<file path="config.mk">
export PLATFORM = sky130hd
export DESIGN_NAME = host_regs
export DESIGN_NICKNAME = d
export VERILOG_FILES = /design/src/hw/kbridge_pkg.sv /design/src/hw/host_regs.sv
export SDC_FILE = /design/constraint.sdc
export NUM_CORES = 1
export LEC_CHECK = 0
export BUFFER_PORTS_ARGS = -buffer_cell sky130_fd_sc_hd__buf_2
export CORE_MARGIN = 3
export CORE_UTILIZATION = 35
export DETAILED_ROUTE_END_ITERATION = 12
export GPL_TIMING_DRIVEN = 0
export PLACE_DENSITY = 0.57
export SLEW_MARGIN = 40
export SYNTH_ARGS = -nofsm -noshare
export SYNTH_HDL_FRONTEND = slang
export SYNTH_SLANG_ARGS = --single-unit
export TNS_END_PERCENT = 20
</file>
<file path="constraint.sdc">
create_clock -name clk -period 7.7 [get_ports clk]
set_input_delay 2.31 -clock clk [delete_from_list [all_inputs] [get_ports clk]]
set_output_delay 2.31 -clock clk [all_outputs]
set_load 0.05 [all_outputs]
</file>
<file path="src/hw/kbridge_pkg.sv">
package kbridge_pkg;

  localparam int addr_w      = 64;
  localparam int data_w      = 128;
  localparam int strb_w      = data_w / 8;
  localparam int id_w        = 4;
  localparam int apb_addr_w  = 12;
  localparam int word_w      = 32;  // apb data and staging word
  localparam int stage_words = 8;

  localparam logic [id_w-1:0] aw_id = 4'd1;
  localparam logic [id_w-1:0] ar_id = 4'd2;

  // host register map, byte offsets
  typedef enum logic [apb_addr_w-1:0] {
    data0    = 12'h000,
    data1    = 12'h004,
    data2    = 12'h008,
    data3    = 12'h00c,
    data4    = 12'h010,
    data5    = 12'h014,
    data6    = 12'h018,
    data7    = 12'h01c,
    aw_push  = 12'h020,
    w_push   = 12'h030,
    ar_push  = 12'h040,
    b_status = 12'h050,
    b_pop    = 12'h054,
    r_status = 12'h060,
    r_pop    = 12'h064
  } reg_off_e;

  typedef enum logic [1:0] {
    fixed = 2'd0,
    incr  = 2'd1,
    wrap  = 2'd2
  } axi_burst_e;

  typedef enum logic [1:0] {
    okay   = 2'd0,
    exokay = 2'd1,
    slverr = 2'd2,
    decerr = 2'd3
  } axi_resp_e;

  typedef struct packed {
    logic                  psel;
    logic                  penable;
    logic                  pwrite;
    logic [apb_addr_w-1:0] paddr;
    logic [word_w-1:0]     pwdata;
  } apb_req_t;

  typedef struct packed {
    logic [word_w-1:0] prdata;
    logic              pready;
    logic              pslverr;
  } apb_rsp_t;

  typedef struct packed {
    logic [2:0]        size;
    logic [addr_w-1:0] addr;
  } aw_entry_t;

  typedef struct packed {
    logic [strb_w-1:0] strb;
    logic [data_w-1:0] data;
  } w_entry_t;

  typedef struct packed {
    logic [id_w-1:0] id;
    axi_resp_e       resp;
  } b_entry_t;

  typedef struct packed {
    logic [id_w-1:0]   id;
    axi_resp_e         resp;
    logic [data_w-1:0] data;
  } r_entry_t;

  typedef struct packed {
    logic [addr_w-1:0] addr;
    logic [2:0]        size;
    logic [7:0]        len;
    axi_burst_e        burst;
    logic [id_w-1:0]   id;
    logic [3:0]        cache;
    logic              lock;
    logic [2:0]        prot;
    logic [3:0]        qos;
  } axi_aw_t;

  typedef axi_aw_t axi_ar_t;  // same request layout

  typedef struct packed {
    logic [data_w-1:0] data;
    logic [strb_w-1:0] strb;
    logic              last;
  } axi_w_t;

  typedef logic [stage_words*word_w-1:0] stage_t;

endpackage
</file>
<file path="src/hw/host_regs.sv">
module host_regs (
  input  logic                  clk,
  input  logic                  rstn,
  input  kbridge_pkg::apb_req_t apb_req,
  output kbridge_pkg::apb_rsp_t apb_rsp,

  output logic                   aw_wvalid,
  output kbridge_pkg::aw_entry_t aw_wdata,
  input  logic                   aw_wready,

  output logic                  w_wvalid,
  output kbridge_pkg::w_entry_t w_wdata,
  input  logic                  w_wready,

  output logic                   ar_wvalid,
  output kbridge_pkg::aw_entry_t ar_wdata,
  input  logic                   ar_wready,

  input  logic                  b_rvalid,
  input  kbridge_pkg::b_entry_t b_rdata,
  output logic                  b_rready,

  input  logic                  r_rvalid,
  input  kbridge_pkg::r_entry_t r_rdata,
  output logic                  r_rready
);

  localparam int sel_w = $clog2(kbridge_pkg::stage_words);

  kbridge_pkg::reg_off_e          off;
  kbridge_pkg::stage_t            stage;
  logic [sel_w-1:0]               word_sel;
  logic [kbridge_pkg::word_w-1:0] rdata;
  logic                           access;
  logic                           err;
  logic                           wr_en;

  assign access   = apb_req.psel & apb_req.penable;
  assign off      = kbridge_pkg::reg_off_e'(apb_req.paddr);
  assign word_sel = apb_req.paddr[2 +: sel_w];

  // decode, error decision and read mux
  always_comb begin
    err   = 1'b0;
    rdata = '0;
    case (off)
      kbridge_pkg::data0, kbridge_pkg::data1,
      kbridge_pkg::data2, kbridge_pkg::data3,
      kbridge_pkg::data4, kbridge_pkg::data5,
      kbridge_pkg::data6, kbridge_pkg::data7: begin
        rdata = stage[word_sel*kbridge_pkg::word_w +: kbridge_pkg::word_w];
      end
      kbridge_pkg::aw_push: begin
        err = !apb_req.pwrite || !aw_wready;  // write only, queue must have room
      end
      kbridge_pkg::w_push: begin
        err = !apb_req.pwrite || !w_wready;
      end
      kbridge_pkg::ar_push: begin
        err = !apb_req.pwrite || !ar_wready;
      end
      kbridge_pkg::b_status: begin
        err   = apb_req.pwrite;  // read only
        rdata = {{(kbridge_pkg::word_w - 1){1'b0}}, b_rvalid};
      end
      kbridge_pkg::b_pop: begin
        err = !apb_req.pwrite || !b_rvalid;  // nothing to pop
      end
      kbridge_pkg::r_status: begin
        err   = apb_req.pwrite;
        rdata = {{(kbridge_pkg::word_w - 1){1'b0}}, r_rvalid};
      end
      kbridge_pkg::r_pop: begin
        err = !apb_req.pwrite || !r_rvalid;
      end
      default: begin
        err = 1'b1;  // unmapped
      end
    endcase
  end

  assign wr_en = access & apb_req.pwrite & !err;

  assign apb_rsp.prdata  = rdata;
  assign apb_rsp.pready  = access;  // no wait states
  assign apb_rsp.pslverr = access & err;

  // pops take the head entry in the access cycle itself
  assign b_rready = wr_en & (off == kbridge_pkg::b_pop);
  assign r_rready = wr_en & (off == kbridge_pkg::r_pop);

  // push payloads come straight off the low staging bits
  assign aw_wdata = kbridge_pkg::aw_entry_t'(stage[$bits(kbridge_pkg::aw_entry_t)-1:0]);
  assign w_wdata  = kbridge_pkg::w_entry_t'(stage[$bits(kbridge_pkg::w_entry_t)-1:0]);
  assign ar_wdata = kbridge_pkg::aw_entry_t'(stage[$bits(kbridge_pkg::aw_entry_t)-1:0]);

  always_ff @(posedge clk, negedge rstn) begin
    if (!rstn) begin
      aw_wvalid <= 1'b0;
      w_wvalid  <= 1'b0;
      ar_wvalid <= 1'b0;
      stage     <= '0;
    end else begin
      aw_wvalid <= wr_en & (off == kbridge_pkg::aw_push);
      w_wvalid  <= wr_en & (off == kbridge_pkg::w_push);
      ar_wvalid <= wr_en & (off == kbridge_pkg::ar_push);
      if (wr_en) begin
        case (off)
          kbridge_pkg::data0, kbridge_pkg::data1,
          kbridge_pkg::data2, kbridge_pkg::data3,
          kbridge_pkg::data4, kbridge_pkg::data5,
          kbridge_pkg::data6, kbridge_pkg::data7: begin
            stage[word_sel*kbridge_pkg::word_w +: kbridge_pkg::word_w] <= apb_req.pwdata;
          end
          kbridge_pkg::b_pop: begin
            stage <= kbridge_pkg::stage_t'(b_rdata);  // zero extended
          end
          kbridge_pkg::r_pop: begin
            stage <= kbridge_pkg::stage_t'(r_rdata);
          end
          default: begin
            stage <= stage;  // pushes leave staging as is
          end
        endcase
      end
    end
  end

  // apb setup phase keeps a push strobe and a pop apart
  one_strobe: assert property (
    @(posedge clk) disable iff (!rstn)
    $onehot0({aw_wvalid, w_wvalid, ar_wvalid, b_rready, r_rready})
  );

endmodule

</file>
==> results.md <==
* Sequential area share after synthesis at 41.79%
* Worst Hold Depth at 1
* Clock Root Buffer: sky130_fd_sc_hd__clkbuf_16
* Cells after DPL at 2,401
* Final hold vios at 0
* Slowest-stage cell, CP: sky130_fd_sc_hd__mux2i_2
* Dpl cell area at 0.01879 mm²
* Highest cell delay on the worst timing path at roughly 0.44 ns
* Unrepaired setup endpoints after global routing: no
* Number of library cell types mapped by synthesis at between 50 and 60
* Net count after synthesis at about 1,500
* Final non-filler cell total at around 2,500
* Worst R2R Setup Slack at 6.76 ns
* Maximum root-to-sink buffer count at 3
* Endpoint of the worst hold path: stage[196]$_DFFE_PN0P_
* Final Routed Wirelength at approximately 70,000 µm
* Total number of clock tree sinks at 259
* Number of primary I/O pins at 511
* Share of cells above drive strength 1 at 57.75%
* Total standard cell area after synthesis at 0.01551 mm²
* Highest Clock Rate at 0.1319 GHz
* Most frequent standard cell in the layout excluding fill and tap cells: sky130_fd_sc_hd__buf_2
* Worst Path Arrival at approximately 5.3 ns
* Filler instances at slightly above 4,000
* # rows at 76
* Clock transition at the register clock pins on the worst setup and hold paths after CTS at ~0.060 ns
* Worst endpoint required time at around 5.4 ns
* Maximum number of pins on one net before global-route repair at 74
* Pin slew with the least headroom to its limit at roughly 0.83 ns
* Worst Path Buf+Inv at 6
* Clock buffer count from CTS at 30
* Via total after detailed routing at between 10,000 and 15,000
* Number of nets at the end of the flow at 2,045
* Final core utilization at between 40% and 50%
* Setup slack after layout at 0.1179 ns
* Initial antenna violation count at 4
* DIE AREA at 0.04687 mm²
* Biggest area contributors in the synthesized netlist: sky130_fd_sc_hd__dfrtp_1 (42%), sky130_fd_sc_hd__a22o_1 (14%), sky130_fd_sc_hd__buf_4 (14%), sky130_fd_sc_hd__mux2_2 (9.6%), sky130_fd_sc_hd__mux4_2 (9.3%)
* Synth Area per Inst at 11.63 µm²
* Total iterations of the first detailed-routing run at 6
* CP most frequent cell: sky130_fd_sc_hd__buf_2
* CP Max Fanout at 10
* Number of enable flip-flop cells after synthesis at 0
* Placed wire-length estimate after detailed placement at approximately 52,000 µm
* Area fraction of the dominant cell type after synthesis at about two fifths
* Commonest cells after routing, fill and taps aside: sky130_fd_sc_hd__buf_2 (504), sky130_fd_sc_hd__buf_4 (281), sky130_fd_sc_hd__dfrtp_1 (259), sky130_fd_sc_hd__a22o_1 (250), sky130_fd_sc_hd__mux2_2 (132)
* Area growth, synth to finish at 28.56%
* Highest ir drop seen on vdd at 124.6 µV
* Total leakage power at between 10 and 15 nW
* Final period demand of the worst path at 7.582 ns
* Synth Register Bits at between 200 and 300
* Most used flip-flop cell after synthesis: sky130_fd_sc_hd__dfrtp_1
* Remaining antenna violation count at 0
* Count of yosys warnings during synthesis at 0
* Routed wirelength normalized by instance count at ~28 µm
* Drt drc at 0
* Number of design-rule violations left by the first detailed-router iteration at about 1,100
* Worst Reg-to-Reg Cells at 1
* Status: finished, final reports clean
* Number of setup violations in the final report at 0
* Cts-stage hold buffer count at 0
* Worst setup SP type: input port
* Worst Hold Launch: stage[196]$_DFFE_PN0P_
* Number of global-route vias before repair at 13,460
* Core outline area at ~0.043 mm²
* Relative slew slack at 44.50%
* Starting density of the core at between 30% and 40%
* DR vias/cell at between 5 and 6
* Fin area at roughly 0.02 mm²
* Overflow after GRT at 0
* CTS H-tree lvls at 1
* Setup tns final at 0 ns
* Horizontal die dimension at ~220 µm
* Class of the most critical hold timing path: reg2reg
* Number of buffer cells added on primary ports at about 480
* Setup crit end kind: output port
* Number of instances resized during post-cts repair at 16
* Cells after synthesis at between 1,000 and 1,500
* Global-route wire length before repair at slightly below 100,000 µm
* All-layer global routing usage at 27.95%
* Power per standard cell area at 159.0 mW/mm²
* Crit path cell chain: buf_2 > clkbuf_2 > clkbuf_8 > buf_8 > inv_1 > ha_1 > mux2_2 > and3_1 > a311oi_1 > mux2i_2 > o21a_1 > buf_2
* Asr flop ratio synth at 100.0%
* Kind of cell with the highest combined delay on the critical path: buffers and inverters
* # Max-Cap Violations at 0
* Clock tree from TritonCTS: done
* Postcts setup bufs at 0
* Worst slack at placement at -1.132 ns
* Critical path start-end classification: in2out
* Setup skew after layout at 0 ns
* Final max-slew violation count at 0
* Weighted congestion reported at the end of routability-driven placement at approximately 0.95
* Clk Latency, worst-skew pair at approximately 0.56 ns
* Share of the cycle needed by the critical path after routing at a little over nine tenths
* Dominant cell type by area after synthesis: sky130_fd_sc_hd__dfrtp_1
* Height of the die at about 220 µm
[report_power, final]
part,leakage [nW],switching [mW],internal (mW),total (mW)
Sequential,3.62,0.000240,1.36,1.36
Combinational,6.55,0.157,0.0733,0.230
Clock,0.531,0.628,0.951,1.58
Total,10.7,0.785,2.39,3.17
[stage by stage]
step / hold WS (ns) / power (mW)
after floorplan: 0.4674 / 1.476
after global placement: 0.4826 / 1.606
after detailed placement: 0.4852 / 1.614
after CTS: 0.5040 / 3.190
after global routing: 0.5180 / 3.261
final: 0.5014 / 3.171
[synthesized netlist by cell type (3+ instances only)]
library cell / instances
sky130_fd_sc_hd__buf_4: 279
sky130_fd_sc_hd__dfrtp_1: 259
sky130_fd_sc_hd__a22o_1: 250
sky130_fd_sc_hd__mux2_2: 132
sky130_fd_sc_hd__nand2_1: 67
sky130_fd_sc_hd__mux4_2: 64
sky130_fd_sc_hd__clkbuf_1: 61
sky130_fd_sc_hd__buf_1: 37
sky130_fd_sc_hd__a21oi_1: 33
sky130_fd_sc_hd__buf_2: 26
sky130_fd_sc_hd__nor2_1: 16
sky130_fd_sc_hd__nand3_1: 10
sky130_fd_sc_hd__nor3_1: 9
sky130_fd_sc_hd__a22oi_1: 7
sky130_fd_sc_hd__o2bb2ai_1: 6
sky130_fd_sc_hd__ha_1: 5
sky130_fd_sc_hd__inv_1: 5
sky130_fd_sc_hd__a31oi_1: 4
sky130_fd_sc_hd__nand2b_1: 4
sky130_fd_sc_hd__nor3_2: 4
sky130_fd_sc_hd__nor3b_1: 4
sky130_fd_sc_hd__or3_1: 4
sky130_fd_sc_hd__and2_1: 3
sky130_fd_sc_hd__mux2_1: 3
sky130_fd_sc_hd__nor4_1: 3
sky130_fd_sc_hd__o22ai_1: 3
sky130_fd_sc_hd__or4_1: 3
[logic make-up after synthesis]
| family | Yosys count | share of synthesized area [%] |
|---|---|---|
| and+or+nand+nor | 143 | 4.792 |
| adders and majority gates | 5 | 0.4034 |
| AOI/OAI and AO/OA | 315 | 16.76 |
| xor gates and xnor gates | 2 | 0.1614 |
| buffers and inverters | 409 | 16.86 |
| DFF | 259 | 41.79 |
| muxes | 201 | 19.23 |
[worst max path at each step]
| stage | cells past startpoint | end | slack [ns] | start |
|---|---|---|---|---|
| 2_1_floorplan | 10 | apb_rsp[0] | -0.01 | apb_req[34] |
| 3_3_place_gp | 13 | apb_rsp[13] | -1.77 | apb_req[34] |
| 3_5_place_dp | 12 | apb_rsp[13] | -1.13 | apb_req[35] |
| 4_1_cts | 12 | apb_rsp[33] | 0.02 | apb_req[35] |
| 5_1_grt | 12 | apb_rsp[0] | 0.05 | apb_req[34] |
| 6_report | 12 | apb_rsp[0] | 0.12 | apb_req[34] |
[layout make-up]
type                       instances  area, µm²  share of cell area (%)
buffer                           401       2638                   13.23
timing repair buffer             482       2492                   12.50
multi-input combinational        666       6475                   32.48
clock inverter                    19      241.5                   1.211
inverter                           6      22.52                  0.1130
sequential                       259       6481                   32.51
tap                              585      732.0                   3.671
clock buffer                      37      848.3                   4.255
antenna                            3      7.507                 0.03765
[layer usage]
layer | share of wire, % | vias to the layer above | wire (µm) | track usage, %
li1 | - | 5698 | - | -
met1 | 42 | 6911 | 28490 | 37.94
met2 | 48 | 633 | 32930 | 46.97
met3 | 6.9 | 97 | 4714 | 4.094
met4 | 2.8 | 2 | 1881 | 7.332
met5 | 0.019 | - | 13 | 0
Note: power is estimated with default switching activity, not from simulation.
