===== src/hw/chan_fifo.sv =====
module chan_fifo #(
  parameter int width      = 8,
  parameter int log2_depth = 4
) (
  input  logic             clk,
  input  logic             rstn,
  input  logic             wvalid,
  input  logic [width-1:0] wdata,
  output logic             wready,
  output logic             rvalid,
  output logic [width-1:0] rdata,
  input  logic             rready
);

  localparam int depth = 1 << log2_depth;

  logic [width-1:0]      mem [depth];
  logic [log2_depth-1:0] wptr;
  logic [log2_depth-1:0] rptr;
  logic [log2_depth:0]   count;  // one extra bit to tell full from empty
  logic                  push;
  logic                  pop;

  assign wready = (count != (log2_depth + 1)'(depth));
  assign rvalid = (count != '0);
  assign rdata  = mem[rptr];  // show-ahead, head entry always visible

  assign push = wvalid & wready;
  assign pop  = rvalid & rready;

  always_ff @(posedge clk) begin
    if (push) begin
      mem[wptr] <= wdata;
    end
  end

  always_ff @(posedge clk, negedge rstn) begin
    if (!rstn) begin
      wptr  <= '0;
      rptr  <= '0;
      count <= '0;
    end else begin
      if (push) begin
        wptr <= wptr + 1'b1;  // wraps at depth
      end
      if (pop) begin
        rptr <= rptr + 1'b1;
      end
      case ({push, pop})
        2'b10: begin
          count <= count + 1'b1;
        end
        2'b01: begin
          count <= count - 1'b1;
        end
        default: begin
          count <= count;  // idle or simultaneous push and pop
        end
      endcase
    end
  end

  // occupancy never runs past the buffer
  count_bound: assert property (
    @(posedge clk) disable iff (!rstn)
    count <= (log2_depth + 1)'(depth)
  );

  // a stalled head entry must not move under the consumer
  hold_stable: assert property (
    @(posedge clk) disable iff (!rstn)
    rvalid && !rready |=> $stable(rdata)
  );

endmodule


===== config.mk =====
export PLATFORM = sky130hd
export DESIGN_NAME = chan_fifo
export DESIGN_NICKNAME = d
export VERILOG_FILES = /design/src/hw/chan_fifo.sv
export SDC_FILE = /design/constraint.sdc
export NUM_CORES = 1
export LEC_CHECK = 0
export BUFFER_PORTS_ARGS = -buffer_cell sky130_fd_sc_hd__buf_2
export CORE_MARGIN = 2
export CORE_UTILIZATION = 30
export CTS_BUF_LIST = sky130_fd_sc_hd__clkbuf_8 sky130_fd_sc_hd__clkbuf_16
export CTS_CLUSTER_SIZE = 8
export DETAILED_ROUTE_END_ITERATION = 12
export REMOVE_ABC_BUFFERS = 1
export SETUP_SLACK_MARGIN = 0.05
export SYNTH_ARGS = -nofsm -noshare
export SYNTH_HDL_FRONTEND = slang
export SYNTH_SLANG_ARGS = --single-unit

===== constraint.sdc =====
create_clock -name clk -period 2.6 [get_ports clk]
set_input_delay 0.52 -clock clk [delete_from_list [all_inputs] [get_ports clk]]
set_output_delay 0.52 -clock clk [all_outputs]
set_load 0.01 [all_outputs]

==> flow_metrics.tcl, run 1 <==
set metrics [dict create \
    initialDrtViolationCount 173 \
    swShare_pct 32.1 \
    grt_pass1_vias 3155 \
    p_int_mw 5.67 \
    area_delta_synth_final_pct 23.4 \
    die_y_um 143 \
    synth_flop_cell "edfxtp_1" \
    reg2reg_to "count[4]" \
    netlist.area_leader.share_pct 66.5 \
    peakVddDrop_v 0.000492 \
    syn_inst 331 \
    drv_cap 0 \
    avgSynthCellArea_um2 17.5 \
    drcViolationCount 0 \
    finalPower_mw 8.34 \
    grt_setup_unrepaired "true" \
    synth_top_cell_by_area "edfxtp_1" \
    floorplan.initialDensity_pct 30.7 \
    max_stage_delay_ns 0.42 \
    crit_family "buffers and inverters" \
    rr_worst_depth 12 \
    coreArea_mm2 0.0188 \
    tightest_slew_ns 1.21 \
    fmax_mhz 383 \
    max-slew-margin-rel_pct 18.9 \
    critical_path_class "reg -> out" \
    io_pins 22 \
    port_buffers 21 \
    fin_crit_sh_pct 100 \
    row_count 50 \
    cts.sinks 141 \
    p_clk_share_pct 27.7 \
    cp.arrival_ns 2.09 \
    gp_congestion 0.777 \
    setup_viol 1 \
    ys.warnings.count 0 \
    critPathLaunchType "flop" \
    min_to "mem[9][5]" \
    violations "setup timing" \
    grt_max_degree 18 \
    power.density_mw_per_mm2 1170 \
    hp-class "in -> reg" \
    utilization_pct 37.9 \
    viasPerCell 4.64 \
    crit_buf_inv 4 \
    hold_start "wdata[5]" \
    power_frac_comb_pct 35.8 \
    slowest_stage "dfrtp_2" \
    fin_worst_skew_ns 0.0105 \
    rr_startpoint "count[1]" \
    crit_fanout 5 \
    synth_common_cells "128 x edfxtp_1, 25 x mux2i_1, 20 x o21ai_0" \
    synth_cell_type_count 33 \
    die-area_mm2 0.0204 \
    fillers 1688 \
    final_antenna_net_count 0 \
    dpl.hpwl_mm 7.34 \
    drt_wl_total_mm 11.6 \
    period_needed_ns 2.61 \
    mappedNetlistArea_mm2 0.00578 \
    fin_ws_ns -0.00757 \
    layout.cells.non_filler 655 \
    cellLeakagePower_nw 2.49 \
    slew_violations 0 \
    n_antenna_cell 0 \
    cp_cell_sequence "buf_6 > buf_16 > buf_12 > mux2i_2 > a221oi_2 > a22oi_2 > nand2_1 > buf_2" \
    clk_pin_slew_ns 0.06 \
    hold_path_depth 1 \
    synth-seq-cells 141 \
    status "complete, but fails checks" \
    p_sw_mw 2.67 \
    finalNetCount 404 \
    vias 3042 \
    critPathCaptureType "output pin" \
    finalHoldViolCount 0 \
    synth_edf_count 128 \
    ys_async_sr_fraction_pct 9.22 \
    worst-r2r-setup-slack_ns 0.09 \
    seq_power_share_pct 36.5 \
    insertion_delay_ns 0.41 \
    root_buffer "clkbuf_16" \
    yosys-top-cells-area "edfxtp_1 66%, mux4_2 6.2%, dfrtp_1 5.6%" \
    yosysMostFrequentCell "edfxtp_1" \
    synth_seq_area_share_pct 72.1 \
    grt.overflow.total 0 \
    grt_pass1_wl_mm 18.1 \
    pre_cts_ws_ns -0.0901 \
    clock_path_buffers 2 \
    required_ns 2.08 \
    antenna_found_initial 0 \
    cts_buffers 17 \
    first_pass_iters 5 \
    avgRoutedWirePerCell_um 17.7 \
    cts_tree "yes" \
    drive_gt1_share_pct 33.2 \
    die_w_um 143 \
    dp_cells 607 \
    htree_num_levels 4 \
    globalRouteTotalUtil_pct 12.1 \
]
kinds of logic (layout without fill, tap and decap cells):
logic type / after synthesis / count (layout) / share of synthesized area (%)
AOI/OAI and AO/OA: 47 / 47 / 5.00
xor gates and xnor gates: 10 / 10 / 1.51
muxes: 50 / 50 / 12.4
and+or+nand+nor: 48 / 48 / 4.05
adders and majority gates: 10 / 10 / 2.29
DFF: 141 / 141 / 72.1
buffers and inverters: 25 / 89 / 2.68
repair_timing:
action                                 CTS  global route
setup endpoints to repair                9             9
endpoints found under the hold margin   13             0
pin swaps                               15            12
hold buffers                             1             0
setup buffers                            8             4
gates resized for setup                 35            10
cloned                                   4             0
metrics by stage:
step                hold slack [ns]   TNS, ns  area, um^2
global route                  0.500    -0.578        7140
CTS                           0.483   -0.0218        7080
finish                        0.496  -0.00757        7140
detailed placement            0.430   -0.0901        6210
global placement              0.424         0        6210
floorplan                     0.224     -5.03        5650
state kept, by name, summed over array words and instances, names as in the netlist:
name	flops
wptr	4
mem	128
rptr	4
count	5
layer usage:
metal	track usage, %	vias up	wire, um	part of all wire, %
met4	4.74	0	169	1.5
met2	20.6	60	6010	52
met1	14.7	1576	5060	44
met3	3.35	13	338	2.9
met5	0	-	0	0
li1	-	1393	-	-
power by group through the flow:
stage               registers, mW  logic [mW]  clock network, mW
floorplan                    3.16        1.39                  0
global placement             3.05        2.28                  0
detailed placement           3.07        2.33                  0
CTS                          3.04        2.92               2.36
global route                 3.07        3.21               2.46
finish                       3.05        2.98               2.31
placed cells by master, fill, tap and decap left out, types with 3 or more instances in the layout:
master / netlist / routed
buf_16: 0 / 4
a21oi_1: 10 / 9
inv_6: 0 / 3
a221oi_2: 0 / 7
nor3_1: 4 / 4
clkinv_2: 0 / 3
mux4_2: 16 / 16
mux2i_1: 25 / 24
inv_1: 7 / 6
nor2_1: 12 / 12
o21ai_1: 0 / 10
nand2b_1: 3 / 3
clkbuf_16: 0 / 17
edfxtp_1: 128 / 128
buf_12: 0 / 4
xnor2_1: 7 / 7
ha_1: 9 / 8
buf_6: 7 / 3
buf_2: 4 / 20
nand2_1: 18 / 18
a22oi_2: 0 / 5
a22oi_1: 8 / 3
xor2_1: 3 / 3
o21ai_0: 20 / 9
dfrtp_1: 13 / 10
buf_4: 1 / 18
mux2_2: 8 / 8
dfrtp_2: 0 / 3
area by class of cell:
cell class | count | area [um^2] | area share (%)
Sequential cell | 141 | 4170 | 58.5
Multi-Input combinational cell | 165 | 1570 | 22.0
Timing Repair Buffer | 50 | 469 | 6.58
Clock buffer | 17 | 425 | 5.96
Tap cell | 260 | 325 | 4.56
Clock inverter | 15 | 145 | 2.03
Inverter | 7 | 31.3 | 0.438
how the worst max path moves through the flow:
stage,start,end,slack [ns],cells after the start
2_1_floorplan,rptr[0],rdata[0],-0.61,3
3_3_place_gp,count[1],count[4],0.06,12
3_5_place_dp,count[1],count[4],-0.09,12
4_1_cts,rptr[0],rdata[2],-0.008,8
5_1_grt,rptr[0],rdata[0],-0.11,8
6_report,rptr[0],rdata[0],-0.008,8
(Power assumes the default switching activity.)
==> run 2: changes to the inputs <==
- clock period: 2.6 -> 3.35 ns (I/O delays scaled with it)
==> flow_metrics.tcl, run 2 (synthesis results as in run 1) <==
set metrics [dict create \
    status "finished clean" \
    fin_ws_ns 0.244 \
    die_w_um 143 \
    clk_pin_slew_ns 0.05 \
    dp_cells 605 \
    power_frac_comb_pct 29.3 \
    postCtsSetupBuffers 0 \
    power.density_mw_per_mm2 867 \
    design_area_mm2 0.00675 \
    grt.overflow.total 0 \
    initialDrtViolationCount 116 \
    required_ns 2.68 \
    swShare_pct 31.3 \
    met1_usage_pct 13.3 \
    grtUsageMet2_pct 19.4 \
    area_delta_synth_final_pct 16.8 \
    cts_buffers 17 \
    period_needed_ns 3.11 \
    worst-r2r-setup-slack_ns 0.46 \
    die-area_mm2 0.0204 \
    finalHoldViolCount 0 \
    drcViolationCount 0 \
    use_met3_pct 2.45 \
    pre_cts_ws_ns 0.485 \
    antenna_found_initial 0 \
    grt_pass1_vias 3049 \
    crit_fanout 21 \
    first_pass_iters 4 \
    clock_path_buffers 2 \
    seq_power_share_pct 40.8 \
    endpoint "rdata[0]" \
    whs_ns 0.151 \
    worstSetupStartpoint "rptr[0]" \
    critPathLaunchType "flop" \
    finalNetCount 386 \
    die_y_um 143 \
    hold_buffers 0 \
    drv_cap 0 \
    top_register "mem" \
    slew_violations 0 \
    n_antenna_cell 0 \
    p_clk_share_pct 29.9 \
    cp.arrival_ns 2.44 \
    fin_crit_sh_pct 92.7 \
    grt_pass1_wl_mm 16.8 \
    tightest_slew_ns 0.913 \
    fmax_mhz 322 \
    drive_gt1_share_pct 23.3 \
    viasPerCell 4.53 \
    layout_common_cells "128 x edfxtp_1, 25 x mux2i_1, 21 x buf_2, 20 x o21ai_0, 18 x nand2_1" \
    max-slew-margin-rel_pct 38.9 \
    hp-class "in -> async" \
    dpl.hpwl_mm 7.11 \
    reg2reg_to "count[4]" \
    io_pins 22 \
    insertion_delay_ns 0.41 \
    gp_congestion 0.772 \
    layout.cells.non_filler 637 \
    final_common_cell "edfxtp_1" \
    avgRoutedWirePerCell_um 16.6 \
    floorplan.initialDensity_pct 30.7 \
    cellLeakagePower_nw 2.33 \
    grt_setup_unrepaired "false" \
    final_antenna_net_count 0 \
    globalRouteTotalUtil_pct 11.1 \
    grt.busiest_layer "met2" \
    largest_reg_flops 128 \
    root_buffer "clkbuf_16" \
    cts_resized 0 \
    fin_worst_skew_ns 0.00389 \
    cts.sinks 141 \
    vias 2886 \
    critical_path_class "reg -> out" \
    cts_tree "yes" \
    rr_worst_depth 12 \
    port_buffers 21 \
    timing.setup.tns_ns 0 \
    p_sw_mw 1.83 \
    p_int_mw 4.02 \
    rr_startpoint "count[0]" \
    placed_cell_area_mm2 0.00619 \
    peakVddDrop_v 0.000321 \
    reg.largest.list "mem: 128 flops, count: 5 flops" \
    htree_num_levels 4 \
    grt_max_degree 22 \
    setup_viol 0 \
    coreArea_mm2 0.0188 \
    drt_wl_total_mm 10.6 \
    critPathCaptureType "output pin" \
    row_count 50 \
]
## run 2: cell count changes in the layout (fill, tap and decap cells not counted), moves of 5 or more
cell / previous run / this run
a221oi_2: 7 / 0
buf_4: 18 / 9
a221oi_1: 1 / 8
o21ai_0: 9 / 20
a22oi_1: 3 / 8
o21ai_1: 10 / 0
inv_1: 6 / 11
a22oi_2: 5 / 0
## run 2: critical path, cell delays in order, from the launching register on
cell	delay (ns)
dfrtp_2	0.75
buf_12	0.29
mux4_2	0.55
a22oi_1	0.18
nand2_1	0.09
buf_2	0.15
## run 2: final cells by class
cell class / instances / area, um^2
fillers: 1754 / 12100
flip-flops and latches: 141 / 4170
multi-input cells: 165 / 1460
clock buffers: 17 / 425
well taps: 260 / 325
repair buffers: 32 / 213
clock inverters: 15 / 135
inverters: 7 / 26.3
## run 2: metrics by stage
stage	util (%)	total power, mW
after CTS	35.9	5.91
after global placement	32.9	4.11
after detailed placement	32.9	4.16
final	35.9	5.86
after global routing	35.9	6.16
after floorplan	-	3.53
## run 2: worst min path at each step
stage | start | endpoint | slack (ns)
2_1_floorplan | rstn | count[0] | 0.37
3_3_place_gp | count[4] | count[4] | 0.50
3_5_place_dp | count[4] | count[4] | 0.52
4_1_cts | rstn | wptr[2] | 0.15
5_1_grt | rstn | wptr[1] | 0.16
6_report | rstn | wptr[0] | 0.15
## run 2: routing by layer
metal  wire length [um]  up-vias
li1                   -     1352
met1               4660     1474
met2               5480       46
met3                263       14
met4                179        0
met5                  0        -
## run 2: power by group through the flow
| stage | registers [mW] | logic, mW | clock network [mW] |
|---|---|---|---|
| finish | 2.39 | 1.72 | 1.75 |
| global route | 2.42 | 1.89 | 1.86 |
| CTS | 2.39 | 1.74 | 1.78 |
| detailed placement | 2.42 | 1.73 | 0 |
| global placement | 2.41 | 1.69 | 0 |
| floorplan | 2.45 | 1.08 | 0 |
==> run 3: changes to the inputs <==
- CORE_MARGIN: 2 -> not set
- PLACE_DENSITY: not set -> 0.48
- SLEW_MARGIN: not set -> 20
==> flow_metrics.tcl, run 3 (synthesis results as in run 1) <==
set metrics [dict create \
    final_common_cell "edfxtp_1" \
    layout_common_cells "128 x edfxtp_1, 25 x mux2i_1, 21 x buf_2, 20 x o21ai_0, 18 x nand2_1" \
    cts_tree "yes" \
    n_antenna_cell 0 \
    grt_pass1_vias 2937 \
    period_needed_ns 2.92 \
    cp.arrival_ns 2.25 \
    floorplan.initialDensity_pct 30.7 \
    avgRoutedWirePerCell_um 17.4 \
    globalRouteTotalUtil_pct 12.2 \
    design_area_mm2 0.00676 \
    insertion_delay_ns 0.42 \
    htree_num_levels 4 \
    rr_startpoint "count[0]" \
    vias 2873 \
    largest_reg_flops 128 \
    placed_cell_area_mm2 0.00621 \
    gp_congestion 0.743 \
    cellLeakagePower_nw 2.34 \
    finalNetCount 390 \
    die_w_um 141 \
    grt_max_degree 52 \
    peakVddDrop_v 0.000331 \
    drive_gt1_share_pct 24.2 \
    grt_pass1_wl_mm 17.3 \
    finalHoldViolCount 0 \
    dpl.hpwl_mm 7.25 \
    antenna_found_initial 0 \
    port_buffers 21 \
    first_pass_iters 4 \
    initialDrtViolationCount 188 \
    drt_wl_total_mm 11.1 \
    grt_setup_unrepaired "false" \
    cts_resized 0 \
    critPathCaptureType "output pin" \
    slew_violations 0 \
    clock_path_buffers 2 \
    drv_cap 0 \
    coreArea_mm2 0.0188 \
    io_pins 22 \
    viasPerCell 4.49 \
    cts_buffers 17 \
    worst-r2r-setup-slack_ns 0.48 \
    top_register "mem" \
    required_ns 2.68 \
    fmax_mhz 342 \
    clk_pin_slew_ns 0.05 \
    row_count 50 \
    hold_buffers 0 \
    max-slew-margin-rel_pct 43.6 \
    tightest_slew_ns 0.842 \
    postCtsSetupBuffers 0 \
    grt.overflow.total 0 \
    fin_worst_skew_ns 0.0114 \
    setup_viol 0 \
    drcViolationCount 0 \
    whs_ns 0.139 \
    final_antenna_net_count 0 \
    area_delta_synth_final_pct 17.0 \
    worstSetupStartpoint "rptr[0]" \
    crit_fanout 51 \
    critical_path_class "reg -> out" \
    hp-class "in -> async" \
    die-area_mm2 0.0198 \
    die_y_um 141 \
    timing.setup.tns_ns 0 \
    fin_crit_sh_pct 87.3 \
    reg.largest.list "mem: 128 flops, count: 5 flops" \
    root_buffer "clkbuf_16" \
    critPathLaunchType "flop" \
    status "finished clean" \
    power.density_mw_per_mm2 865 \
    cts.sinks 141 \
]
-- run 3: cell types whose count changed in the layout (fill, tap and decap cells not counted) --
| cell | before | now |
|---|---|---|
| buf_4 | 9 | 14 |
| inv_1 | 11 | 7 |
| clkinv_1 | 2 | 5 |
| clkinvlp_4 | 4 | 1 |
| clkinv_2 | 1 | 3 |
| buf_12 | 2 | 1 |
| inv_6 | 0 | 1 |
-- run 3: final cells by class --
type	count	area (um^2)
fill	1792	12100
multi-input combinational	165	1460
clock inverter	14	128
inverter	7	26.3
timing repair buffer	36	230
tap	260	325
sequential	141	4170
clock buffer	17	425
-- run 3: metal layers --
layer	global-route usage [%]	routed length, um	vias to the layer above
li1	-	-	1362
met1	15.8	5230	1441
met2	19.2	5310	55
met3	2.65	343	15
met4	6.64	229	0
met5	0	0	-
-- run 3: critical path, cell delays in order (launching register included) --
cell	delay (ns)
dfrtp_2	0.37
buf_12	0.33
mux2_2	0.38
o21ai_0	0.17
a21oi_1	0.11
o21ai_0	0.20
nand2_1	0.10
buf_2	0.15
-- run 3: metrics by stage --
step | power [mW] | util [%] | worst slack [ns] | std cells
floorplan | 3.53 | - | -0.0140 | 313
global placement | 4.13 | 33.0 | 0.591 | 609
detailed placement | 4.15 | 33.0 | 0.467 | 609
CTS | 5.93 | 35.9 | 0.409 | 640
global route | 6.17 | 35.9 | 0.223 | 640
finish | 5.85 | 35.9 | 0.427 | 640
-- run 3: power by group --
group          switching [mW]  internal (mW)
clock                   0.689           1.08
sequential              0.169           2.16
combinational           0.990          0.764
total                    1.85           4.00
-- run 3: path summary, 6_finish.rpt --
check,to,cells past startpoint
worst max-delay path,rdata[7],7
worst min-delay path,wptr[0],1
worst max register to register,count[4],12
worst min register to register,count[4],1
max in group asynchronous,rptr[0],1
min in group clk,count[4],1
